==> config.mk <==
export PLATFORM = sky130hd
export DESIGN_NAME = scsi_reply_gen_flat
export DESIGN_NICKNAME = d
export VERILOG_FILES = /design/src/source/scsi_pkg.sv /design/src/source/scsi_xfer_if.sv /design/src/source/scsi_cmd_if.sv /design/src/source/scsi_reply_gen.sv /design/src/flat_wrapper.sv
export SDC_FILE = /design/constraint.sdc
export NUM_CORES = 1
export LEC_CHECK = 0
export BUFFER_PORTS_ARGS = -buffer_cell sky130_fd_sc_hd__buf_2
export CORE_UTILIZATION = 45
export CTS_BUF_LIST = sky130_fd_sc_hd__clkbuf_4 sky130_fd_sc_hd__clkbuf_8
export DETAILED_ROUTE_END_ITERATION = 6
export MAX_ROUTING_LAYER = met4
export PLACE_DENSITY = 0.88
export SYNTH_ARGS = -nofsm -noshare
export SYNTH_HDL_FRONTEND = slang
export SYNTH_SLANG_ARGS = --single-unit
export TNS_END_PERCENT = 5
==> constraint.sdc <==
create_clock -name clk -period 2.4 [get_ports clk]
set_input_delay 0.24 -clock clk [delete_from_list [all_inputs] [get_ports clk]]
set_output_delay 0.24 -clock clk [all_outputs]
set_load 0.05 [all_outputs]
==> src/source/scsi_pkg.sv <==
/*
 * shared definitions for the scsi disk target
 * bus phase, opcode, transfer kind and status enums
 * message code, block geometry and capacity padding
 * block address and byte counter types
 */
package scsi_pkg;

	// bus phase as seen by the initiator, data out is target to initiator
	typedef enum logic [2:0] {
		IDLE,
		CMD_IN,
		DATA_OUT,
		DATA_IN,
		STATUS_OUT,
		MESSAGE_OUT
	} phase_t;

	// supported command opcodes, anything else is reported as check condition
	typedef enum logic [7:0] {
		TEST_UNIT_READY = 8'h00,
		FORMAT          = 8'h04,
		READ6           = 8'h08,
		WRITE6          = 8'h0a,
		INQUIRY         = 8'h12,
		MODE_SELECT     = 8'h15,
		MODE_SENSE      = 8'h1a,
		READ_CAPACITY   = 8'h25,
		READ10          = 8'h28,
		WRITE10         = 8'h2a
	} opcode_t;

	// direction of the data phase a command needs
	typedef enum logic [1:0] {
		NONE,
		TO_INITIATOR,
		FROM_INITIATOR
	} xfer_kind_t;

	typedef enum logic [7:0] {
		GOOD            = 8'h00,
		CHECK_CONDITION = 8'h02
	} status_t;

	localparam logic [7:0] MSG_CMD_COMPLETE = 8'h00;

	// one sector per block
	localparam int BLOCK_BYTES = 512;
	localparam int BLOCK_SHIFT = 9;
	// blocks reported on top of the mounted image size
	localparam int CAPACITY_PAD = 96;

	typedef logic [31:0] lba_t;
	typedef logic [31:0] byte_cnt_t;

endpackage
==> src/source/scsi_xfer_if.sv <==
/*
 * data phase path between phase controller, sector buffer and reply tables
 * byte counter, stored byte strobe, block request and busy
 */
`timescale 1ns/10ps

interface scsi_xfer_if;
	import scsi_pkg::*;

	byte_cnt_t  data_cnt;
	logic       din_stb;
	logic [7:0] din;
	// level requests, the buffer turns their rising edge into io_rd / io_wr
	logic       fetch_req;
	logic       store_req;
	logic       io_busy;
	logic [7:0] buf_byte;
	// byte shown to the initiator in data out
	logic [7:0] out_byte;

	modport phase (output data_cnt, din_stb, din, fetch_req, store_req,
		input io_busy, out_byte);
	modport buffer (input data_cnt, din_stb, din, fetch_req, store_req,
		output io_busy, buf_byte);
	modport reply (input data_cnt, buf_byte, output out_byte);

endinterface

==> src/source/scsi_cmd_if.sv <==
/*
 * command path between phase controller and decoder
 * raw command bytes with store strobe and clear
 * decoded opcode, transfer kind, block address and data length
 */
`timescale 1ns/10ps

interface scsi_cmd_if;
	import scsi_pkg::*;

	logic [7:0] cmd_byte;
	logic       cmd_stb;
	logic       cmd_clr;

	// decoded fields, valid while cmd_done is high
	logic       cmd_done;
	logic       cmd_known;
	opcode_t    opcode;
	xfer_kind_t kind;
	lba_t       lba;
	byte_cnt_t  data_len;

	modport phase (output cmd_byte, cmd_stb, cmd_clr,
		input cmd_done, cmd_known, opcode, kind, data_len);
	modport decoder (input cmd_byte, cmd_stb, cmd_clr,
		output cmd_done, cmd_known, opcode, kind, lba, data_len);
	// data side blocks only look at the command and its address
	modport user (input opcode, lba);

endinterface

==> src/source/scsi_reply_gen.sv <==
/*
 * reply data for the commands that answer from the target itself
 * capacity register from the mounted image size
 * inquiry, read capacity and mode sense tables
 * data out byte select between tables and sector buffer
 */
`timescale 1ns/10ps

module scsi_reply_gen (
	input logic        clk,
	input logic        img_mounted,
	input logic [23:0] img_blocks,
	scsi_cmd_if.user   cmd,
	scsi_xfer_if.reply xfer
);
	import scsi_pkg::*;

	// vendor and product as sent in inquiry bytes 8 to 31
	localparam logic [8*24-1:0] INQ_NAME = {" SEAGATE", "          ", "ST225N"};

	lba_t       capacity;
	lba_t       cap_last;
	logic [4:0] name_idx;

	always_ff @(posedge clk) begin
		if (img_mounted) begin
			capacity <= lba_t'(img_blocks) + lba_t'(CAPACITY_PAD);
		end
	end

	// read capacity reports the last block, not the count
	assign cap_last = capacity - 1'b1;
	assign name_idx = xfer.data_cnt[4:0] - 5'd8;

	always_comb begin
		xfer.out_byte = 8'h00;
		case (cmd.opcode)
			READ6, READ10: xfer.out_byte = xfer.buf_byte;
			INQUIRY: begin
				// additional length
				if (xfer.data_cnt == 4) begin
					xfer.out_byte = 8'd32;
				end else if ((xfer.data_cnt >= 8) && (xfer.data_cnt <= 31)) begin
					xfer.out_byte = INQ_NAME[191 - 8*name_idx -: 8];
				end
			end
			READ_CAPACITY: begin
				// big endian last block, then block length
				case (xfer.data_cnt)
					0: xfer.out_byte = cap_last[31:24];
					1: xfer.out_byte = cap_last[23:16];
					2: xfer.out_byte = cap_last[15:8];
					3: xfer.out_byte = cap_last[7:0];
					6: xfer.out_byte = 8'(BLOCK_BYTES >> 8);
					default: xfer.out_byte = 8'h00;
				endcase
			end
			MODE_SENSE: begin
				// header with one block descriptor
				case (xfer.data_cnt)
					3: xfer.out_byte = 8'd8;
					5: xfer.out_byte = capacity[23:16];
					6: xfer.out_byte = capacity[15:8];
					7: xfer.out_byte = capacity[7:0];
					10: xfer.out_byte = 8'(BLOCK_BYTES >> 8);
					default: xfer.out_byte = 8'h00;
				endcase
			end
			default: xfer.out_byte = 8'h00;
		endcase
	end

endmodule

==> src/flat_wrapper.sv <==
// flat-port wrapper written by rule: the top's interface ports become plain ports
module scsi_reply_gen_flat import scsi_pkg::*;
  (clk, img_mounted, img_blocks, cmd_opcode, cmd_lba, xfer_data_cnt, xfer_buf_byte, xfer_out_byte);
  scsi_cmd_if cmd_i ();
  scsi_xfer_if xfer_i ();
  input logic clk;
  input logic img_mounted;
  input logic [23:0] img_blocks;
  input wire logic [$bits(cmd_i.opcode)-1:0] cmd_opcode;
  input wire logic [$bits(cmd_i.lba)-1:0] cmd_lba;
  input wire logic [$bits(xfer_i.data_cnt)-1:0] xfer_data_cnt;
  input wire logic [$bits(xfer_i.buf_byte)-1:0] xfer_buf_byte;
  output wire logic [$bits(xfer_i.out_byte)-1:0] xfer_out_byte;
  assign cmd_i.opcode = cmd_opcode;
  assign cmd_i.lba = cmd_lba;
  assign xfer_i.data_cnt = xfer_data_cnt;
  assign xfer_i.buf_byte = xfer_buf_byte;
  assign xfer_out_byte = xfer_i.out_byte;
  scsi_reply_gen u_core (.clk(clk), .img_mounted(img_mounted), .img_blocks(img_blocks), .cmd(cmd_i), .xfer(xfer_i));
endmodule
Yosys cells after proc, flatten, opt, wreduce, memory -nomap -nowiden:

Cells that the tools add are included.

* memories kept: 0
* input bits: 106
* memory bits (writable): 0
* latch bits: 0
* bits in registers: 32
* memory bits (read-only): 0
* output and inout bits: 8
* word-level logic and storage cells: 29

* order comparisons: 2
* multipliers: 0
* shifts and indexed selects: 1
* div/mod/pow operators: 0
* mux-type cells: 5
* add/subtract/negate cells: 4
* eq/ne operators: 13
* reduce and logical (&&, ||, !) cells: 3
* bitwise gates (word level): 0

Operators with widths (count)
* 199-bit by 33-bit variable part select with 8-bit output, first input constant: 1
* 32-bit by 3-bit == test with 1-bit output, second input constant: 4
* 8-bit one-hot mux with 5 select lines: 2
* 32-bit by 2-bit == test with 1-bit output, second input constant: 2
* 32-bit by 1-bit == test with 1-bit output, second input constant: 1
* 32-bit by 4-bit == test with 1-bit output, second input constant: 1
* 32-bit by 4-bit >= comparator with 1-bit output, second input constant: 1
* 32-bit by 5-bit <= comparator with 1-bit output, second input constant: 1
* 32-bit logical NOT: 1
* 8-bit one-hot mux with 4 select lines: 1
* 32-bit by 1-bit subtractor with 32-bit output, second input constant: 1
* 24-bit by 7-bit adder with 25-bit output, second input constant: 1
* 8-bit by 5-bit == test with 1-bit output, second input constant: 2
* 8-bit by 6-bit == test with 1-bit output, second input constant: 2
* 8-bit two-way mux: 2
* 8-bit by 8-bit subtractor with 9-bit output, first input constant: 1
* 8-bit by 4-bit == test with 1-bit output, second input constant: 1
* 5-bit by 4-bit subtractor with 5-bit output, second input constant: 1
* 2-bit OR reduction: 1
* 1-bit logical AND: 1

Longest topological paths before layout:

* depth after elaboration: 6
* depth in mapped cells: 9
* mapped depth without buffers: 8

Worst setup path after synthesis:

OpenSTA, ideal clock, no wires.

* kind: reg2out
* from: register u_core.capacity[4]
* to: output port xfer_out_byte[7]
* data required time: 2.160 ns
* stages on the path, launching flop included: 9
* buffers on the path: 2
* path slack: -0.736 ns
* arrival time: 2.896 ns
* cells stage by stage: edfxtp_1 -> clkbuf_1 -> nor4_2 -> nand2_1 -> or3_1 -> clkbuf_1 -> a2111oi_0 -> nor3_1 -> o221ai_1

* longest elaborated chain between the ends: 3

Ends and longest elaborated chain
* start: declaration: RTL line scsi_reply_gen.sv:21 `lba_t capacity;`
* start signal: assignment: RTL line scsi_reply_gen.sv:27 `capacity <= lba_t'(img_blocks) + lba_t'(CAPACITY_PAD);`
* 32-bit by 1-bit subtractor with 32-bit output: RTL line scsi_reply_gen.sv:32 `assign cap_last = capacity - 1'b1;`
* 8-bit one-hot mux with 5 select lines: RTL line scsi_reply_gen.sv:49 `case (xfer.data_cnt)`
* 8-bit one-hot mux with 4 select lines: RTL line scsi_reply_gen.sv:37 `case (cmd.opcode)`
* end: declaration: RTL line flat_wrapper.sv:13 `output wire logic [$bits(xfer_i.out_byte)-1:0] xfer_out_byte;`

No other way between the ends.

Worst setup path in the final report:

* from: input port cmd_opcode[0]
* to: output port xfer_out_byte[1]

* longest elaborated chain between the ends: 3
* elaborated cells between the ends (all ways): 7
* those cells by class: eq/ne (5); mux (1); reduce/logical (1)

Ends and longest elaborated chain
* start: declaration: RTL line flat_wrapper.sv:9 `input wire logic [$bits(cmd_i.opcode)-1:0] cmd_opcode;`
* 8-bit by 4-bit == test with 1-bit output or 8-bit by 6-bit == test with 1-bit output (tied branches): RTL line scsi_reply_gen.sv:37
* 2-bit OR reduction: RTL line scsi_reply_gen.sv:37
* 8-bit one-hot mux with 4 select lines *: RTL line scsi_reply_gen.sv:37

Every way passes the cells marked *; elsewhere a longest branch is shown, timed or not.

==> flow_summary.yaml <==
detailed_routing:
  iteration_count_of_the_initial_detailed_routing_pass: 4
  drt_iter0_markers: 213
  drt_drc_violations_left: 0
  via_count: 2894
  wl_per_cell_um: 15.1
  routed_via_density: 5.72
  wirelength_um: 7640
  number_of_antenna_violating_nets_in_the_routed_design: 0
layout:
  top_flop_regs: "u_core.capacity (25)"
  area_growth_pct: 40.0
  layout-drive-gt1-share_pct: 36.9
  layout_cell_area_excl_fill_um2: 3570
  largest_register_ff_count: 25
  number_of_diodes_added_for_antenna_fixing: 0
  nNetsFinal: 544
  filler_cell_count: 485
  largest-register: "u_core.capacity"
synthesis:
  synth-warning-count: 0
  synth_top_cells_by_area: "sky130_fd_sc_hd__edfxtp_1 (29%), sky130_fd_sc_hd__xnor2_1 (6.9%), sky130_fd_sc_hd__nor4_1 (5.9%)"
  synth_area_leader_cell: "sky130_fd_sc_hd__edfxtp_1"
  syn_inst: 310
  proportion_of_synthesized_chip_area_in_sequential_cells_pct: 29.5
  avgSynthCellArea_um2: 8.22
  synth_nets: 419
  synth_seq_cells: 25
  share_of_flip_flops_with_an_asynchronous_set_or_reset_pct: 0
  synth-edff-count: 25
  synth.lib_cells_used.distinct: 51
  synth_largest_type_area_fraction_pct: 29.5
  netlist_area_um2: 2550
  postSynth.topFlopCell: "sky130_fd_sc_hd__edfxtp_1"
hold_path:
  min-delay-start: "img_blocks[3]"
  timing.hold.worst_path_depth: 1
  hold_path_endpoint: "u_core.capacity[3]"
  worstHoldPathType: "primary input to flip-flop"
worst_setup_path:
  timing.critical_path.mode_cell: "sky130_fd_sc_hd__or4_4"
  timing.critical_path.max_delay_family: "simple AND/OR/NAND/NOR gates"
  max_stage_delay_on_crit_path_ns: 0.53
  setup.worst_path.class: "primary input to output port"
  worst_setup_path_end_kind: "output port"
  timing.critical_path.buf_inv: 2
  critical_path.startpoint_type: "primary input"
  worstPathMaxFanout: 6
  worstPathArrival_ns: 2.59
  path_cells: "buf_6, or4_4, or4_1, or4_4, a2111oi_2, a211oi_1, o211ai_1, buf_4"
  critical_path.slowest_cell: "sky130_fd_sc_hd__or4_4"
  required_ns: 2.16
clock_network:
  post_cts.repair.setup_buffers: 0
  cts.hold.buffers_added: 0
  cts_max_path_buffers: 2
  cts_made_buffers: 3
  cts-htree-levels: 1
  cts_root_buffer: "sky130_fd_sc_hd__clkbuf_8"
  clkSinkCount: 25
  clk_pin_slew_worst_paths_ns: 0.08
  clock_tree_from_tritoncts: "built"
pwr:
  power.sequential.fraction_pct: 47.1
  p_total_mw: 1.18
  power_per_cell_area_nw_per_um2: 330
  vdd_ir_drop_max_uv: 422
  p_sw_share_pct: 30.2
  comb_power_share_pct: 32.0
  internal_power_mw: 0.821
  total_leakage_power_nw: 1.42
  power.net_switching_mw: 0.355
  clock_power_share_pct: 20.9
timing:
  final_hold_viol_count: 0
  layout_setup_ws_ns: -0.427
  slew-limit-headroom_pct: 63.5
  maxClockFrequency_mhz: 354
  grt_setup_unrepaired: "true"
  tightestPinTransition_ns: 0.548
  slew_viol_final: 0
  ratio_of_final_minimum_period_to_clock_period_pct: 118
  timing.final.setup_violations: 8
  minimum_clock_period_after_layout_ns: 2.83
global_routing:
  number_of_global_route_vias_before_repair: 2904
  grt_first_pass_wirelength_um: 12900
  grt_max_degree: 26
  antenna_found_initial: 0
  track_usage_pct: 27.6
  overflow: 0
die:
  chipWidth_um: 77.3
  design.portCount: 114
  die_extent_in_y_um: 77.3
  design.die.area_um2: 5970
  fp.coreArea_um2: 5470
  start_util_pct: 46.6
  row_count: 27
place:
  post_dp_cell_area_um2: 3440
  io_buffers: 81
  hpwlAfterDp_um: 6210
  gp_congestion: 0.939
status:
  violations_in_the_final_reports: "negative setup slack"
  run_status: "finished, violations left"
flow_run:
  drv.max_cap_violation_count: 0
-- cell usage in the layout, fill, tap and decap left out, types with 2 or more instances in the layout --
| cell | netlist | final |
|---|---|---|
| sky130_fd_sc_hd__a2111oi_0 | 3 | 2 |
| sky130_fd_sc_hd__a211o_1 | 2 | 2 |
| sky130_fd_sc_hd__a211oi_1 | 6 | 5 |
| sky130_fd_sc_hd__a21oi_1 | 12 | 12 |
| sky130_fd_sc_hd__and3_1 | 5 | 5 |
| sky130_fd_sc_hd__buf_2 | 1 | 72 |
| sky130_fd_sc_hd__buf_4 | 1 | 61 |
| sky130_fd_sc_hd__buf_6 | 2 | 4 |
| sky130_fd_sc_hd__clkbuf_8 | 0 | 3 |
| sky130_fd_sc_hd__edfxtp_1 | 25 | 25 |
| sky130_fd_sc_hd__ha_1 | 3 | 3 |
| sky130_fd_sc_hd__inv_1 | 12 | 12 |
| sky130_fd_sc_hd__mux2i_1 | 7 | 7 |
| sky130_fd_sc_hd__nand2_1 | 26 | 26 |
| sky130_fd_sc_hd__nand2b_1 | 6 | 6 |
| sky130_fd_sc_hd__nand3_1 | 13 | 13 |
| sky130_fd_sc_hd__nand3b_1 | 4 | 4 |
| sky130_fd_sc_hd__nand4_1 | 5 | 5 |
| sky130_fd_sc_hd__nand4b_1 | 3 | 3 |
| sky130_fd_sc_hd__nor2_1 | 26 | 26 |
| sky130_fd_sc_hd__nor2b_1 | 3 | 3 |
| sky130_fd_sc_hd__nor3_1 | 12 | 11 |
| sky130_fd_sc_hd__nor3_2 | 1 | 2 |
| sky130_fd_sc_hd__nor4_1 | 24 | 20 |
| sky130_fd_sc_hd__nor4_2 | 2 | 4 |
| sky130_fd_sc_hd__nor4_4 | 0 | 2 |
| sky130_fd_sc_hd__o211ai_1 | 4 | 4 |
| sky130_fd_sc_hd__o21ai_0 | 13 | 13 |
| sky130_fd_sc_hd__o221ai_2 | 0 | 2 |
| sky130_fd_sc_hd__o22ai_1 | 2 | 2 |
| sky130_fd_sc_hd__o31ai_1 | 7 | 7 |
| sky130_fd_sc_hd__or3_1 | 5 | 4 |
| sky130_fd_sc_hd__or4_1 | 6 | 4 |
| sky130_fd_sc_hd__or4_4 | 0 | 2 |
| sky130_fd_sc_hd__xnor2_1 | 20 | 20 |
| sky130_fd_sc_hd__xor2_1 | 17 | 17 |
-- what timing repair did --
action / in CTS / in global routing
pin swaps: 1 / 1
cloned: 0 / 0
setup endpoints to repair: 8 / 8
resized for setup: 18 / 3
-- power groups by stage --
stage	Combinational [mW]	Sequential, mW	Clock (mW)
final	0.377	0.554	0.245
after global routing	0.410	0.559	0.264
after CTS	0.373	0.555	0.248
after detailed placement	0.365	0.564	0
after global placement	0.358	0.562	0
after floorplan	0.163	0.571	0
-- how the worst max path moves through the flow --
stage	slack, ns	to	depth (start not counted)	from
after floorplan	-0.42	xfer_out_byte[1]	7	cmd_opcode[0]
after global placement	-0.65	xfer_out_byte[4]	8	cmd_opcode[0]
after detailed placement	-0.65	xfer_out_byte[4]	8	cmd_opcode[0]
after CTS	-0.42	xfer_out_byte[0]	9	cmd_opcode[0]
after global routing	-0.51	xfer_out_byte[1]	8	cmd_opcode[0]
final	-0.43	xfer_out_byte[1]	8	cmd_opcode[0]
-- cell type report --
class                      count  area (µm²)  area share, %
clock inverter                 1        5.00          0.140
sequential                    25         751           21.0
tap                           72        90.1           2.52
inverter                      13        48.8           1.37
clock buffer                   3        41.3           1.16
timing repair buffer         137         863           24.2
multi-input combinational    255        1770           49.6
-- Yosys cell counts, types with 3 or more instances --
library cell	number
sky130_fd_sc_hd__a2111oi_0	3
sky130_fd_sc_hd__nor2b_1	3
sky130_fd_sc_hd__nor2_1	26
sky130_fd_sc_hd__nand4b_1	3
sky130_fd_sc_hd__nand2_1	26
sky130_fd_sc_hd__a211oi_1	6
sky130_fd_sc_hd__nand2b_1	6
sky130_fd_sc_hd__nor4_1	24
sky130_fd_sc_hd__or4_1	6
sky130_fd_sc_hd__xnor2_1	20
sky130_fd_sc_hd__and3_1	5
sky130_fd_sc_hd__nand4_1	5
sky130_fd_sc_hd__a21oi_1	12
sky130_fd_sc_hd__nor3_1	12
sky130_fd_sc_hd__mux2i_1	7
sky130_fd_sc_hd__nand3_1	13
sky130_fd_sc_hd__xor2_1	17
sky130_fd_sc_hd__nand3b_1	4
sky130_fd_sc_hd__o31ai_1	7
sky130_fd_sc_hd__or3_1	5
sky130_fd_sc_hd__clkbuf_1	11
sky130_fd_sc_hd__inv_1	12
sky130_fd_sc_hd__edfxtp_1	25
sky130_fd_sc_hd__o21ai_0	13
sky130_fd_sc_hd__ha_1	3
sky130_fd_sc_hd__o211ai_1	4
-- stage by stage --
step | utilization, % | hold slack (ns) | cells | TNS (ns) | setup WS, ns
after floorplan | - | 0.339 | 310 | -2.54 | -0.417
after global placement | 62.8 | 0.417 | 502 | -4.28 | -0.649
after detailed placement | 62.8 | 0.419 | 502 | -4.43 | -0.653
after CTS | 65.0 | 0.136 | 506 | -3.09 | -0.417
after global routing | 65.2 | 0.124 | 506 | -3.78 | -0.511
final | 65.2 | 0.139 | 506 | -3.14 | -0.427
-- kinds of logic after synthesis --
group           after synthesis  share of synthesized area, %
flops                        25                          29.5
mux                           7                          2.75
simple gates                144                          30.5
xor+xnor                     37                          12.7
compound gates               64                          17.7
buf+inv                      30                          5.35
fa+ha+maj                     3                          1.47
-- routing by layer --
metal	track usage [%]	vias up	part of all wire (%)
met3	2.50	16	6.1
met4	11.1	0	2.6
met2	49.7	149	50
li1	-	1433	-
met1	31.0	1296	42
met5	-	-	0
No activity file was read; power rests on OpenSTA's default activity.
