$ cat src/source/scsi_pkg.sv
/*
 * shared definitions for the scsi disk target
 * bus phase, opcode, transfer kind and status enums
 * message code, block geometry and capacity padding
 * block address and byte counter types
 */
package scsi_pkg;

	// bus phase as seen by the initiator, data out is target to initiator
	typedef enum logic [2:0] {
		IDLE,
		CMD_IN,
		DATA_OUT,
		DATA_IN,
		STATUS_OUT,
		MESSAGE_OUT
	} phase_t;

	// supported command opcodes, anything else is reported as check condition
	typedef enum logic [7:0] {
		TEST_UNIT_READY = 8'h00,
		FORMAT          = 8'h04,
		READ6           = 8'h08,
		WRITE6          = 8'h0a,
		INQUIRY         = 8'h12,
		MODE_SELECT     = 8'h15,
		MODE_SENSE      = 8'h1a,
		READ_CAPACITY   = 8'h25,
		READ10          = 8'h28,
		WRITE10         = 8'h2a
	} opcode_t;

	// direction of the data phase a command needs
	typedef enum logic [1:0] {
		NONE,
		TO_INITIATOR,
		FROM_INITIATOR
	} xfer_kind_t;

	typedef enum logic [7:0] {
		GOOD            = 8'h00,
		CHECK_CONDITION = 8'h02
	} status_t;

	localparam logic [7:0] MSG_CMD_COMPLETE = 8'h00;

	// one sector per block
	localparam int BLOCK_BYTES = 512;
	localparam int BLOCK_SHIFT = 9;
	// blocks reported on top of the mounted image size
	localparam int CAPACITY_PAD = 96;

	typedef logic [31:0] lba_t;
	typedef logic [31:0] byte_cnt_t;

endpackage
$ cat src/source/scsi_xfer_if.sv
/*
 * data phase path between phase controller, sector buffer and reply tables
 * byte counter, stored byte strobe, block request and busy
 */
`timescale 1ns/10ps

interface scsi_xfer_if;
	import scsi_pkg::*;

	byte_cnt_t  data_cnt;
	logic       din_stb;
	logic [7:0] din;
	// level requests, the buffer turns their rising edge into io_rd / io_wr
	logic       fetch_req;
	logic       store_req;
	logic       io_busy;
	logic [7:0] buf_byte;
	// byte shown to the initiator in data out
	logic [7:0] out_byte;

	modport phase (output data_cnt, din_stb, din, fetch_req, store_req,
		input io_busy, out_byte);
	modport buffer (input data_cnt, din_stb, din, fetch_req, store_req,
		output io_busy, buf_byte);
	modport reply (input data_cnt, buf_byte, output out_byte);

endinterface

$ cat src/source/scsi_cmd_if.sv
/*
 * command path between phase controller and decoder
 * raw command bytes with store strobe and clear
 * decoded opcode, transfer kind, block address and data length
 */
`timescale 1ns/10ps

interface scsi_cmd_if;
	import scsi_pkg::*;

	logic [7:0] cmd_byte;
	logic       cmd_stb;
	logic       cmd_clr;

	// decoded fields, valid while cmd_done is high
	logic       cmd_done;
	logic       cmd_known;
	opcode_t    opcode;
	xfer_kind_t kind;
	lba_t       lba;
	byte_cnt_t  data_len;

	modport phase (output cmd_byte, cmd_stb, cmd_clr,
		input cmd_done, cmd_known, opcode, kind, data_len);
	modport decoder (input cmd_byte, cmd_stb, cmd_clr,
		output cmd_done, cmd_known, opcode, kind, lba, data_len);
	// data side blocks only look at the command and its address
	modport user (input opcode, lba);

endinterface

$ cat src/source/scsi_phase_ctrl.sv
/*
 * bus phase state machine of the target
 * ack synchronizer and store / advance strobes
 * data byte counter, sent flags and status latch
 * bus control lines, req and data out mux
 */
`timescale 1ns/10ps

module scsi_phase_ctrl #(
	parameter int unsigned TARGET_ID = 0
) (
	input  logic       clk,
	input  logic       rst,
	input  logic       sel,
	input  logic [7:0] din,
	input  logic       ack,
	output logic       bsy,
	output logic       msg,
	output logic       cd,
	output logic       io,
	output logic       req,
	output logic [7:0] dout,
	scsi_cmd_if.phase  cmd,
	scsi_xfer_if.phase xfer
);
	import scsi_pkg::*;

	phase_t     phase;
	phase_t     phase_q;
	status_t    status;
	logic       ack_meta;
	logic       ack_sync;
	logic       ack_prev;
	logic       stb_ack;
	logic       stb_adv;
	logic       adv_q;
	logic       hold;
	logic [7:0] din_hold;
	logic       data_complete;
	logic       status_sent;
	logic       message_sent;
	logic       is_read;
	logic       is_write;
	logic       blk_start;

	// ack is asynchronous, store two cycles after it is seen and advance one later
	always_ff @(posedge clk) begin
		if (rst) begin
			ack_meta <= 1'b0;
			ack_sync <= 1'b0;
			ack_prev <= 1'b0;
			stb_ack <= 1'b0;
			stb_adv <= 1'b0;
			adv_q <= 1'b0;
		end else begin
			ack_meta <= ack;
			ack_sync <= ack_meta;
			ack_prev <= ack_sync;
			stb_ack <= ack_sync & ~ack_prev;
			stb_adv <= stb_ack;
			adv_q <= stb_adv;
		end
	end

	// initiator holds data while ack is up
	always_ff @(posedge clk) begin
		if (ack) begin
			din_hold <= din;
		end
	end

	assign cmd.cmd_byte = din_hold;
	assign cmd.cmd_stb = stb_ack && (phase == CMD_IN);
	assign cmd.cmd_clr = (phase == IDLE);
	assign xfer.din = din_hold;
	assign xfer.din_stb = stb_ack && (phase == DATA_IN);

	always_ff @(posedge clk) begin
		if (rst) begin
			phase <= IDLE;
			phase_q <= IDLE;
			status <= GOOD;
		end else begin
			phase_q <= phase;
			case (phase)
				// own id on the data lines during selection
				IDLE: if (sel && din[TARGET_ID]) phase <= CMD_IN;
				CMD_IN: if (cmd.cmd_done) begin
					status <= cmd.cmd_known ? GOOD : CHECK_CONDITION;
					if (!cmd.cmd_known || (cmd.kind == NONE) || (cmd.data_len == '0)) begin
						phase <= STATUS_OUT;
					end else if (cmd.kind == TO_INITIATOR) begin
						phase <= DATA_OUT;
					end else begin
						phase <= DATA_IN;
					end
				end
				DATA_OUT, DATA_IN: if (data_complete) phase <= STATUS_OUT;
				STATUS_OUT: if (status_sent) phase <= MESSAGE_OUT;
				MESSAGE_OUT: if (message_sent) phase <= IDLE;
				default: phase <= IDLE;
			endcase
		end
	end

	// counter holds through status and message so io_lba stays put for the last write
	always_ff @(posedge clk) begin
		if (rst || (phase inside {IDLE, CMD_IN})) begin
			xfer.data_cnt <= '0;
			data_complete <= 1'b0;
		end else if (stb_adv && !data_complete && (phase inside {DATA_OUT, DATA_IN})) begin
			xfer.data_cnt <= xfer.data_cnt + 1'b1;
			data_complete <= (xfer.data_cnt == (cmd.data_len - 1'b1));
		end
	end

	always_ff @(posedge clk) begin
		if (rst || (phase != STATUS_OUT)) begin
			status_sent <= 1'b0;
		end else if (stb_adv) begin
			status_sent <= 1'b1;
		end
		if (rst || (phase != MESSAGE_OUT)) begin
			message_sent <= 1'b0;
		end else if (stb_adv) begin
			message_sent <= 1'b1;
		end
	end

	// block requests towards the buffer
	assign is_read = cmd.opcode inside {READ6, READ10};
	assign is_write = cmd.opcode inside {WRITE6, WRITE10};
	assign blk_start = (xfer.data_cnt[BLOCK_SHIFT-1:0] == '0);
	assign xfer.fetch_req = (phase == DATA_OUT) && is_read && blk_start && !data_complete;
	// a full block written, or the final one once status is reached
	assign xfer.store_req = is_write && (((phase == DATA_IN) && blk_start &&
		(xfer.data_cnt != '0)) || (phase == STATUS_OUT));

	assign bsy = (phase != IDLE);
	assign msg = (phase == MESSAGE_OUT);
	assign cd = phase inside {CMD_IN, STATUS_OUT, MESSAGE_OUT};
	assign io = phase inside {DATA_OUT, STATUS_OUT, MESSAGE_OUT};

	// keep req low from ack until the byte is taken and the next one has settled
	assign hold = ack || ack_meta || ack_sync || stb_ack || stb_adv || adv_q ||
		(phase != phase_q);
	assign req = bsy && !hold && !xfer.io_busy;

	always_comb begin
		case (phase)
			STATUS_OUT: dout = status;
			MESSAGE_OUT: dout = MSG_CMD_COMPLETE;
			DATA_OUT: dout = xfer.out_byte;
			default: dout = 8'h00;
		endcase
	end

	// a new block request is picked up by the buffer before req can rise
	a_req_waits_io: assert property (@(posedge clk) disable iff (rst)
		($rose(xfer.fetch_req) || $rose(xfer.store_req)) |-> !req ##1 (xfer.io_busy && !req))
		else $error("req raised while a block request was pending");

endmodule

$ cat src/flat_wrapper.sv
// flat-port wrapper written by rule: the top's interface ports become plain ports
module scsi_phase_ctrl_flat import scsi_pkg::*;
#(
	parameter int unsigned TARGET_ID = 0
)
  (clk, rst, sel, din, ack, bsy, msg, cd, io, req, dout, cmd_cmd_byte, cmd_cmd_stb, cmd_cmd_clr, cmd_cmd_done, cmd_cmd_known, cmd_opcode, cmd_kind, cmd_data_len, xfer_data_cnt, xfer_din_stb, xfer_din, xfer_fetch_req, xfer_store_req, xfer_io_busy, xfer_out_byte);
  scsi_cmd_if cmd_i ();
  scsi_xfer_if xfer_i ();
  input  logic clk;
  input  logic rst;
  input  logic sel;
  input  logic [7:0] din;
  input  logic ack;
  output logic bsy;
  output logic msg;
  output logic cd;
  output logic io;
  output logic req;
  output logic [7:0] dout;
  output wire logic [$bits(cmd_i.cmd_byte)-1:0] cmd_cmd_byte;
  output wire logic [$bits(cmd_i.cmd_stb)-1:0] cmd_cmd_stb;
  output wire logic [$bits(cmd_i.cmd_clr)-1:0] cmd_cmd_clr;
  input wire logic [$bits(cmd_i.cmd_done)-1:0] cmd_cmd_done;
  input wire logic [$bits(cmd_i.cmd_known)-1:0] cmd_cmd_known;
  input wire logic [$bits(cmd_i.opcode)-1:0] cmd_opcode;
  input wire logic [$bits(cmd_i.kind)-1:0] cmd_kind;
  input wire logic [$bits(cmd_i.data_len)-1:0] cmd_data_len;
  output wire logic [$bits(xfer_i.data_cnt)-1:0] xfer_data_cnt;
  output wire logic [$bits(xfer_i.din_stb)-1:0] xfer_din_stb;
  output wire logic [$bits(xfer_i.din)-1:0] xfer_din;
  output wire logic [$bits(xfer_i.fetch_req)-1:0] xfer_fetch_req;
  output wire logic [$bits(xfer_i.store_req)-1:0] xfer_store_req;
  input wire logic [$bits(xfer_i.io_busy)-1:0] xfer_io_busy;
  input wire logic [$bits(xfer_i.out_byte)-1:0] xfer_out_byte;
  assign cmd_cmd_byte = cmd_i.cmd_byte;
  assign cmd_cmd_stb = cmd_i.cmd_stb;
  assign cmd_cmd_clr = cmd_i.cmd_clr;
  assign cmd_i.cmd_done = cmd_cmd_done;
  assign cmd_i.cmd_known = cmd_cmd_known;
  assign cmd_i.opcode = cmd_opcode;
  assign cmd_i.kind = cmd_kind;
  assign cmd_i.data_len = cmd_data_len;
  assign xfer_data_cnt = xfer_i.data_cnt;
  assign xfer_din_stb = xfer_i.din_stb;
  assign xfer_din = xfer_i.din;
  assign xfer_fetch_req = xfer_i.fetch_req;
  assign xfer_store_req = xfer_i.store_req;
  assign xfer_i.io_busy = xfer_io_busy;
  assign xfer_i.out_byte = xfer_out_byte;
  scsi_phase_ctrl #(.TARGET_ID(TARGET_ID)) u_core (.clk(clk), .rst(rst), .sel(sel), .din(din), .ack(ack), .bsy(bsy), .msg(msg), .cd(cd), .io(io), .req(req), .dout(dout), .cmd(cmd_i), .xfer(xfer_i));
endmodule
$ cat config.mk
export PLATFORM = sky130hd
export DESIGN_NAME = scsi_phase_ctrl_flat
export DESIGN_NICKNAME = d
export VERILOG_FILES = /design/src/source/scsi_pkg.sv /design/src/source/scsi_xfer_if.sv /design/src/source/scsi_cmd_if.sv /design/src/source/scsi_phase_ctrl.sv /design/src/flat_wrapper.sv
export SDC_FILE = /design/constraint.sdc
export NUM_CORES = 1
export LEC_CHECK = 0
export BUFFER_PORTS_ARGS = -buffer_cell sky130_fd_sc_hd__clkbuf_2
export CELL_PAD_IN_SITES_DETAIL_PLACEMENT = 1
export CELL_PAD_IN_SITES_GLOBAL_PLACEMENT = 1
export CORE_ASPECT_RATIO = 1.2
export CORE_MARGIN = 4
export CORE_UTILIZATION = 36
export CTS_CLUSTER_SIZE = 24
export DETAILED_ROUTE_END_ITERATION = 8
export PLACE_DENSITY_LB_ADDON = 0.1
export SYNTH_ARGS = -nofsm -noshare
export SYNTH_HDL_FRONTEND = slang
export SYNTH_SLANG_ARGS = --single-unit
export TNS_END_PERCENT = 20
$ cat constraint.sdc
create_clock -name clk -period 3.6 [get_ports clk]
set_input_delay 0.72 -clock clk [delete_from_list [all_inputs] [get_ports clk]]
set_output_delay 0.72 -clock clk [all_outputs]
set_load 0.05 [all_outputs]
* Yosys cells after proc, flatten, opt, wreduce, memory -nomap -nowiden
Index checks and enable logic that the tools add are counted.
** Storage, ports and cells
- Flip-flop bits (word level) :: 63
- Latch bits :: 0
- Memory bits (writable) :: 0
- Bits in read-only memories :: 0
- Input port bits :: 65
- Output and inout bits :: 66
- Memories :: 0
** Cells by class
- Add/subtract/negate cells :: 2
- Multipliers :: 0
- Divide/modulo/power cells :: 0
- Magnitude comparators :: 0
- Eq/ne operators :: 19
- Shift operators :: 0
- Multiplexer cells :: 10
- Bitwise operators :: 2
- Reductions and logical operators :: 44
** Operators with widths (count)
- $add A32 B1 Y32 const B :: 1
- $eq A32 B32 Y1 :: 1
- $logic_not A32 Y1 :: 1
- $reduce_bool A32 Y1 :: 1
- $sub A32 B1 Y32 const B :: 1
- $mux W3 :: 6
- $eq A8 B4 Y1 const B :: 2
- $eq A8 B6 Y1 const B :: 2
- $pmux W8 S2 :: 1
- $pmux W3 S5 :: 1
- $logic_and A1 B1 Y1 :: 13
- $logic_or A1 B1 Y1 :: 12
- $logic_not A9 Y1 :: 1
- $reduce_bool A3 Y1 :: 3
- $ne A2 B1 Y1 const B :: 4
- $reduce_bool A2 Y1 :: 4
- $eq A3 B2 Y1 const B :: 2
- $eq A3 B3 Y1 const B :: 2
- $ne A3 B3 Y1 const B :: 2
- $reduce_and A5 Y1 :: 1
- $logic_not A1 Y1 :: 4
- $eq A3 B1 Y1 const B :: 1
- $logic_not A3 Y1 :: 1
- $ne A3 B3 Y1 :: 1
- 9 further kinds :: 9

* Depth between registers and ports, before layout
Gate-level depths: netlist of the first run.
- Word-level depth :: 9
- Depth in mapped cells :: 10

* Worst setup path after synthesis of the first run
No wires, ideal clock.
- Kind :: register to output
- Start :: register u_core.xfer.data_cnt[23]
- End :: output port xfer_store_req
- Arrival :: 2623 ps
- Data required time :: 2880 ps
- Slack :: 257 ps
- Stages on the path, launching flop included :: 7
- Path buffers :: 1
- Path through :: dfxtp_1 > clkbuf_1 > nor4_1 > and4_1 > a311oi_1 > a21oi_1 > nor3b_1
** On the way
- Cells in the longest elaborated chain, start to end :: 4
** Ends and longest elaborated chain
- start: declaration :: RTL line scsi_xfer_if.sv:21 : modport phase (output data_cnt, din_stb, din, fetch_req, store_req,
- start signal: assignment :: RTL line scsi_phase_ctrl.sv:112 : xfer.data_cnt <= xfer.data_cnt + 1'b1;
- $reduce_bool A32 Y1 :: RTL line scsi_phase_ctrl.sv:137 : (xfer.data_cnt != '0)) || (phase == STATUS_OUT));
- $logic_and A1 B1 Y1 :: RTL line scsi_phase_ctrl.sv:136 : assign xfer.store_req = is_write && (((phase == DATA_IN) && blk_start &&
- $logic_or A1 B1 Y1 :: RTL line scsi_phase_ctrl.sv:137
- $logic_and A1 B1 Y1 :: RTL line scsi_phase_ctrl.sv:136
- end: declaration :: RTL line flat_wrapper.sv:32 : output wire logic [$bits(xfer_i.store_req)-1:0] xfer_store_req;
Every way passes these cells.

* Final worst setup path of the first run
- Start :: register u_core.xfer.data_cnt[0]
- End :: output port xfer_store_req
** On the way
- Cells in the longest elaborated chain, start to end :: 5
** Ends and longest elaborated chain
- $logic_not A9 Y1 :: RTL line scsi_phase_ctrl.sv:133 : assign blk_start = (xfer.data_cnt[BLOCK_SHIFT-1:0] == '0);
- $logic_and A1 B1 Y1 :: RTL line scsi_phase_ctrl.sv:136
- $logic_and A1 B1 Y1 (*) :: RTL line scsi_phase_ctrl.sv:136
- $logic_or A1 B1 Y1 (*) :: RTL line scsi_phase_ctrl.sv:137
- $logic_and A1 B1 Y1 (*) :: RTL line scsi_phase_ctrl.sv:136
Every way passes the cells marked *; elsewhere a longest branch is shown, timed or not.

==> results.yml, run 1 <==
min_path:
  timing.hold.worst.class: "reg -> reg"
floorplan:
  floorplan.core_area_sq_mm: 0.0100
  die_area_sq_mm: 0.0119
  die_x_um: 100
  die_h_um: 119
  ioPinCount: 131
  initial_core_util_pct: 36.9
  num_rows: 40
global_route:
  number_of_global_route_vias_before_repair: 3876
  fraction_of_met2_tracks_used_by_global_routing_pct: 35.4
  use_met1_pct: 23.7
  top_usage_layer: "met2"
  grt_remaining_overflow: 0
  grt_antenna_before_repair: 0
  met3_usage_pct: 2.69
  first_pass_grt_wire_length_mm: 19.1
  grtUsageTotal_pct: 19.7
  grt_start_max_net_pins: 34
finish:
  area.growth.synth_to_final_pct: 24.3
  nets: 651
  finish.utilization_pct: 45.8
  drive_above_1_share_pct: 27.2
  highest_count_cells_in_the_layout_ignoring_fill_and_taps: "129 x sky130_fd_sc_hd__clkbuf_2, 53 x sky130_fd_sc_hd__nor2_1, 48 x sky130_fd_sc_hd__dfxtp_1"
  antenna_cells: 0
  layout_commonest_cell: "sky130_fd_sc_hd__clkbuf_2"
timing:
  fin_crit_sh_pct: 84.2
  maxClockFrequency_mhz: 330
  rsz0062_at_grt: "false"
  final.setup_skew_ns: 0.00945
  max_slew_margin_pct: 49.6
  setup_viol: 0
  layout_min_cycle_time_ns: 3.03
  tightest_slew_ns: 0.748
  hold_slack_ns: 0.393
  maxSlewViolCount: 0
  finalSetupTns_ns: 0
  count_of_endpoints_failing_hold_in_the_final_timing_report: 0
clocking:
  clock_tree.htree_level_count: 2
  ctsResizeCount: 0
  cts-buffers-inserted: 5
  cts.root.buffer_cell: "sky130_fd_sc_hd__clkbuf_16"
  latest_clock_arrival_within_the_worst_skew_pair_ns: 0.30
  clock_path_buffers: 2
  cts_num_sinks: 56
  tritoncts_clock_tree: "built"
  ctsHoldBuffers: 0
  worst_setup_hold_path_clk_slew_ns: 0.07
  cts.repair_timing.setup_buffer_count: 0
critical_path:
  timing_worst_setup_path_type: "reg -> out"
  crit_path_start_kind: "register"
  cp_endpoint_kind: "primary output"
  crit_fanout: 6
  worst_ep_required_time_ns: 2.88
  timing.critical_path.arrival_ns: 2.31
routing:
  vias_per_cell: 5.37
  detail_route.first_pass.iterations: 4
  drcViolationCount: 0
  detail_route.iter0.violations: 96
  antenna_violating_nets_post_route: 0
  routedWlPerCell_um: 16.8
  routed_wirelength_mm: 11.9
  dr_total_vias: 3810
pwr:
  clk_pwr_share_pct: 33.9
  pwr-share-seq_pct: 43.4
  ir_drop_mv: 0.194
  power.share.switching_pct: 32.6
  power_leakage_nw: 1.85
  power.share.combinational_pct: 22.7
  power_switching_mw: 0.494
  power_per_cell_area_mw_per_mm2: 330
  intPower_mw: 1.02
logic_synthesis:
  yosys_register_bits: 56
  synth.top_cells.by_area: "sky130_fd_sc_hd__dfxtp_1 26%, sky130_fd_sc_hd__xor2_1 8.5%, sky130_fd_sc_hd__xnor2_1 7.4%"
  yosysWarningCount: 0
  synth-edff-count: 8
  synth_largest_type_area_fraction_pct: 26.0
  syn_avg_cell_area_sq_um: 7.97
  postSynthNetCount: 531
  netlist_instances: 463
  yosys.cell_types.count: 55
  ys_async_sr_fraction_pct: 0
  synth_top_flop_cell: "sky130_fd_sc_hd__dfxtp_1"
  synth.yosys.seq_area_share_pct: 32.6
  synth_largest_area_cell: "sky130_fd_sc_hd__dfxtp_1"
  syn-cell-area_sq_mm: 0.00369
status:
  run_status: "finished, final reports clean"
placement:
  placement.io_buffers: 129
  routabilityCongestion: 0.871
  place.detailed.hpwl_mm: 9.55
flow_run:
  maxCapViolCount: 0
critical path, stage by stage (launching register included):
cell and delay, ns:
sky130_fd_sc_hd__dfxtp_1 0.38, sky130_fd_sc_hd__inv_1 0.08, sky130_fd_sc_hd__ha_1 0.15, sky130_fd_sc_hd__nor4b_1 0.27
sky130_fd_sc_hd__nand2_1 0.17, sky130_fd_sc_hd__a311oi_1 0.36, sky130_fd_sc_hd__a21oi_1 0.08, sky130_fd_sc_hd__nor3b_1 0.21
sky130_fd_sc_hd__clkbuf_2 0.31
through the flow:
stage / setup WS [ns] / instance area [sq um] / instances / power (mW)
5_1_grt: 0.347 / 4590 / 710 / 1.59
2_1_floorplan: 0.257 / 3690 / 463 / 0.907
3_5_place_dp: 0.393 / 4430 / 702 / 1.02
3_3_place_gp: 0.454 / 4430 / 702 / 1.01
4_1_cts: 0.493 / 4590 / 710 / 1.54
6_report: 0.569 / 4590 / 710 / 1.51
flip-flops by register name, indices dropped and copies added, names as in the netlist:
| name | flops |
|---|---|
| u_core.ack_meta | 1 |
| u_core.stb_adv | 1 |
| u_core.ack_sync | 1 |
| u_core.stb_ack | 1 |
| u_core.ack_prev | 1 |
| u_core.xfer.data_cnt | 32 |
| u_core.status_sent | 1 |
| u_core.message_sent | 1 |
| u_core.cmd.cmd_byte | 8 |
| u_core.phase | 3 |
| u_core.phase_q | 3 |
| u_core.adv_q | 1 |
| u_core.data_complete | 1 |
| u_core.status | 1 |
final cells by class:
cell class	count	area [sq um]
fillers	1276	5420
multi-input cells	369	2310
flip-flops and latches	56	1200
repair buffers	138	713
well taps	126	158
clock buffers	5	125
inverters	13	48.8
clock inverters	3	27.5
metal layers:
metal	wire, um	part of all wire [%]
met1	5140	43
met2	6090	51
met3	398	3.3
met4	296	2.5
met5	0	0
power by group through the flow:
stage	clock network, mW	logic, mW	registers, mW
after floorplan	0	0.207	0.700
after global placement	0	0.338	0.672
after detailed placement	0	0.345	0.673
after CTS	0.534	0.346	0.659
after global routing	0.559	0.372	0.660
final	0.514	0.343	0.658
logic make-up after synthesis:
group	share of synthesized area [%]
AOI/OAI and AO/OA	10.1
adders and majority gates	1.02
muxes	1.39
DFF	32.6
xor gates and xnor gates	15.9
buffers and inverters	4.85
and+or+nand+nor	34.1
cells in the mapped netlist (all sizes together) (5+ instances only):
master / instances
nor4: 19
inv: 13
nand4: 16
nor2b: 11
xnor2: 31
and2: 5
dfxtp: 48
or3: 14
nor2: 53
edfxtp: 8
xor2: 36
clkbuf: 13
nor3: 20
nand2: 38
buf: 12
a21oi: 23
o21ai: 14
and3: 15
nand3: 20
path summary, 6_finish.rpt:
| check | slack [ns] | to | cells past startpoint | start |
|---|---|---|---|---|
| setup / recovery | 0.57 | xfer_store_req | 8 | u_core.xfer.data_cnt[0]$_SDFFE_PP0P_ |
| hold / removal | 0.39 | u_core.stb_ack$_SDFF_PP0_ | 1 | u_core.ack_prev$_SDFF_PP0_ |
| setup reg to reg | 0.75 | u_core.xfer.data_cnt[28]$_SDFFE_PP0P_ | 8 | u_core.stb_adv$_SDFF_PP0_ |
| hold reg to reg | 0.39 | u_core.stb_ack$_SDFF_PP0_ | 1 | u_core.ack_prev$_SDFF_PP0_ |
Power figures use the tool's default switching activity.
==> run 2: changes to the inputs <==
ABC_AREA = 1   (was unset)
CORE_UTILIZATION = 35   (was 36)
clock period = 2.8 ns   (was 3.6 ns; I/O delays follow)
==> run 2 against run 1 <==
Effect of this change: count of clock-buffer cells in the layout is the same; hold slack about the same; design area is 15% higher; clock skew increased by 0.0022 ns; wire length rose by 28%; power up 49%; setup slack lost 0.37 ns; area after synthesis grew 16%; largest cell class unchanged.
==> results.yml, run 2 <==
floorplan:
  num_rows: 44
  die_x_um: 109
  initial_core_util_pct: 35.5
  die_h_um: 129
  floorplan.core_area_sq_mm: 0.0121
  die_area_sq_mm: 0.0141
  ioPinCount: 131
global_route:
  first_pass_grt_wire_length_mm: 23.9
  grt_remaining_overflow: 0
  grt_antenna_before_repair: 0
  number_of_global_route_vias_before_repair: 4939
  grt_start_max_net_pins: 19
  grtUsageTotal_pct: 21.5
flow_run:
  maxCapViolCount: 0
min_path:
  timing.hold.worst.class: "reg -> reg"
timing:
  tightest_slew_ns: 0.716
  setup_viol: 0
  final.setup_skew_ns: 0.0117
  finalSetupTns_ns: 0
  maxClockFrequency_mhz: 385
  count_of_endpoints_failing_hold_in_the_final_timing_report: 0
  rsz0062_at_grt: "false"
  layout_min_cycle_time_ns: 2.60
  fin_crit_sh_pct: 92.8
  max_slew_margin_pct: 51.8
  maxSlewViolCount: 0
finish:
  largest_register_ffs: 32
  drive_above_1_share_pct: 22.0
  register_with_the_highest_flop_count: "u_core.xfer.data_cnt"
  antenna_cells: 0
  nets: 886
  stdcell_area_sq_mm: 0.00528
  highest_count_cells_in_the_layout_ignoring_fill_and_taps: "150 x sky130_fd_sc_hd__nand2_1, 129 x sky130_fd_sc_hd__clkbuf_2, 120 x sky130_fd_sc_hd__nor2_1"
  area.growth.synth_to_final_pct: 23.4
  layout_commonest_cell: "sky130_fd_sc_hd__nand2_1"
logic_synthesis:
  ys_top_cells_by_count: "150 x sky130_fd_sc_hd__nand2_1, 120 x sky130_fd_sc_hd__nor2_1, 111 x sky130_fd_sc_hd__inv_1"
  synth_largest_area_cell: "sky130_fd_sc_hd__dfxtp_1"
  yosys.cell_types.count: 44
  yosys_register_bits: 56
  synth_top_flop_cell: "sky130_fd_sc_hd__dfxtp_1"
  synth.yosys.seq_area_share_pct: 28.1
  synth.top_cells.by_area: "sky130_fd_sc_hd__dfxtp_1 22%, sky130_fd_sc_hd__nand2_1 13%, sky130_fd_sc_hd__nor2_1 11%"
  synth_largest_type_area_fraction_pct: 22.4
  synthMostInstantiatedCell: "sky130_fd_sc_hd__nand2_1"
  ys_async_sr_fraction_pct: 0
  syn-cell-area_sq_mm: 0.00428
  synth-edff-count: 8
  syn_avg_cell_area_sq_um: 6.24
  netlist_instances: 686
  postSynthNetCount: 754
  yosysWarningCount: 0
placement:
  placement.io_buffers: 129
  place.detailed.hpwl_mm: 13.0
  routabilityCongestion: 0.867
  placedInstanceArea_sq_mm: 0.00512
clocking:
  cts.repair_timing.setup_buffer_count: 0
  clock_tree.htree_level_count: 2
  clock_path_buffers: 2
  worst_setup_hold_path_clk_slew_ns: 0.08
  cts-buffers-inserted: 5
  tritoncts_clock_tree: "built"
  latest_clock_arrival_within_the_worst_skew_pair_ns: 0.30
  cts.root.buffer_cell: "sky130_fd_sc_hd__clkbuf_16"
  ctsHoldBuffers: 0
  cts_num_sinks: 56
critical_path:
  timing_worst_setup_path_type: "reg -> out"
  crit_path_start_kind: "register"
  kind_of_cell_adding_the_most_delay_to_the_critical_path: "simple AND/OR/NAND/NOR gates"
  timing.critical_path.arrival_ns: 2.04
  worst_ep_required_time_ns: 2.24
  cp_cell_sequence: "nor4_2 > nand4_1 > nor2_1 > o31ai_2 > a21oi_1 > clkbuf_2"
  crit_fanout: 5
  critical_path.max_stage_delay_ns: 0.37
  critical-path-slowest-cell: "sky130_fd_sc_hd__dfxtp_1"
  cp_endpoint_kind: "primary output"
  path_buf_inv: 1
pwr:
  power_leakage_nw: 2.47
  ir_drop_mv: 0.327
  post-layout-total-power_mw: 2.25
  power_per_cell_area_mw_per_mm2: 427
routing:
  routed_wirelength_mm: 15.2
  detail_route.first_pass.iterations: 4
  dr_total_vias: 4890
  antenna_violating_nets_post_route: 0
  detail_route.iter0.violations: 173
  vias_per_cell: 4.99
  routedWlPerCell_um: 15.5
  drcViolationCount: 0
status:
  run_status: "finished, final reports clean"
run 2: final cells by class:
class / instances / area [sq um]
multi-input combinational: 502 / 2580
clock buffer: 5 / 125
timing repair buffer: 140 / 728
clock inverter: 3 / 22.5
tap: 161 / 201
fill: 1652 / 6780
inverter: 113 / 424
sequential: 56 / 1200
run 2: stage by stage:
step                util [%]  hold WS, ns  setup slack [ns]  std cells
floorplan                  -        0.374             0.149        686
global placement        42.5        0.382             0.321        972
detailed placement      42.5        0.390             0.300        972
CTS                     43.8        0.400            0.0204        980
global route            43.8        0.418            0.0801        980
finish                  43.8        0.393             0.202        980
run 2: where the power goes:
group / switching, mW / total (mW) / internal [mW]
Sequential: 0.0266 / 0.875 / 0.848
Clock: 0.321 / 0.658 / 0.336
Combinational: 0.528 / 0.720 / 0.192
Total: 0.876 / 2.25 / 1.38
run 2: worst paths after layout:
| check | start | endpoint | slack (ns) | cells after the start |
|---|---|---|---|---|
| max | u_core.xfer.data_cnt[5]$_SDFFE_PP0P_ | xfer_store_req | 0.20 | 6 |
| min | u_core.ack_prev$_SDFF_PP0_ | u_core.stb_ack$_SDFF_PP0_ | 0.39 | 1 |
| max reg2reg | u_core.phase[1]$_SDFFE_PP0P_ | u_core.xfer.data_cnt[30]$_SDFFE_PP0P_ | 0.75 | 11 |
| min reg2reg | u_core.ack_prev$_SDFF_PP0_ | u_core.stb_ack$_SDFF_PP0_ | 0.39 | 1 |
run 2: cell families after synthesis:
logic type | synth area share, %
buf+inv | 12.0
xor+xnor | 5.96
fa+ha+maj | 0.877
flops | 28.1
simple gates | 43.5
compound gates | 9.65
run 2: repair_timing:
| action | in CTS | in global routing |
|---|---|---|
| endpoints found under the setup margin | 1 | 1 |
| gates resized for setup | 1 | 1 |
| gates cloned | 0 | 0 |
| endpoints found under the hold margin | 0 | 0 |
run 2: metal layers:
layer / vias to the layer above / routed length, um / track usage [%]
met2: 113 / 8000 / 40.9
met4: 0 / 344 / 6.76
met5: - / 0 / 0
met1: 2299 / 6160 / 24.5
li1: 2454 / - / -
met3: 24 / 732 / 3.04
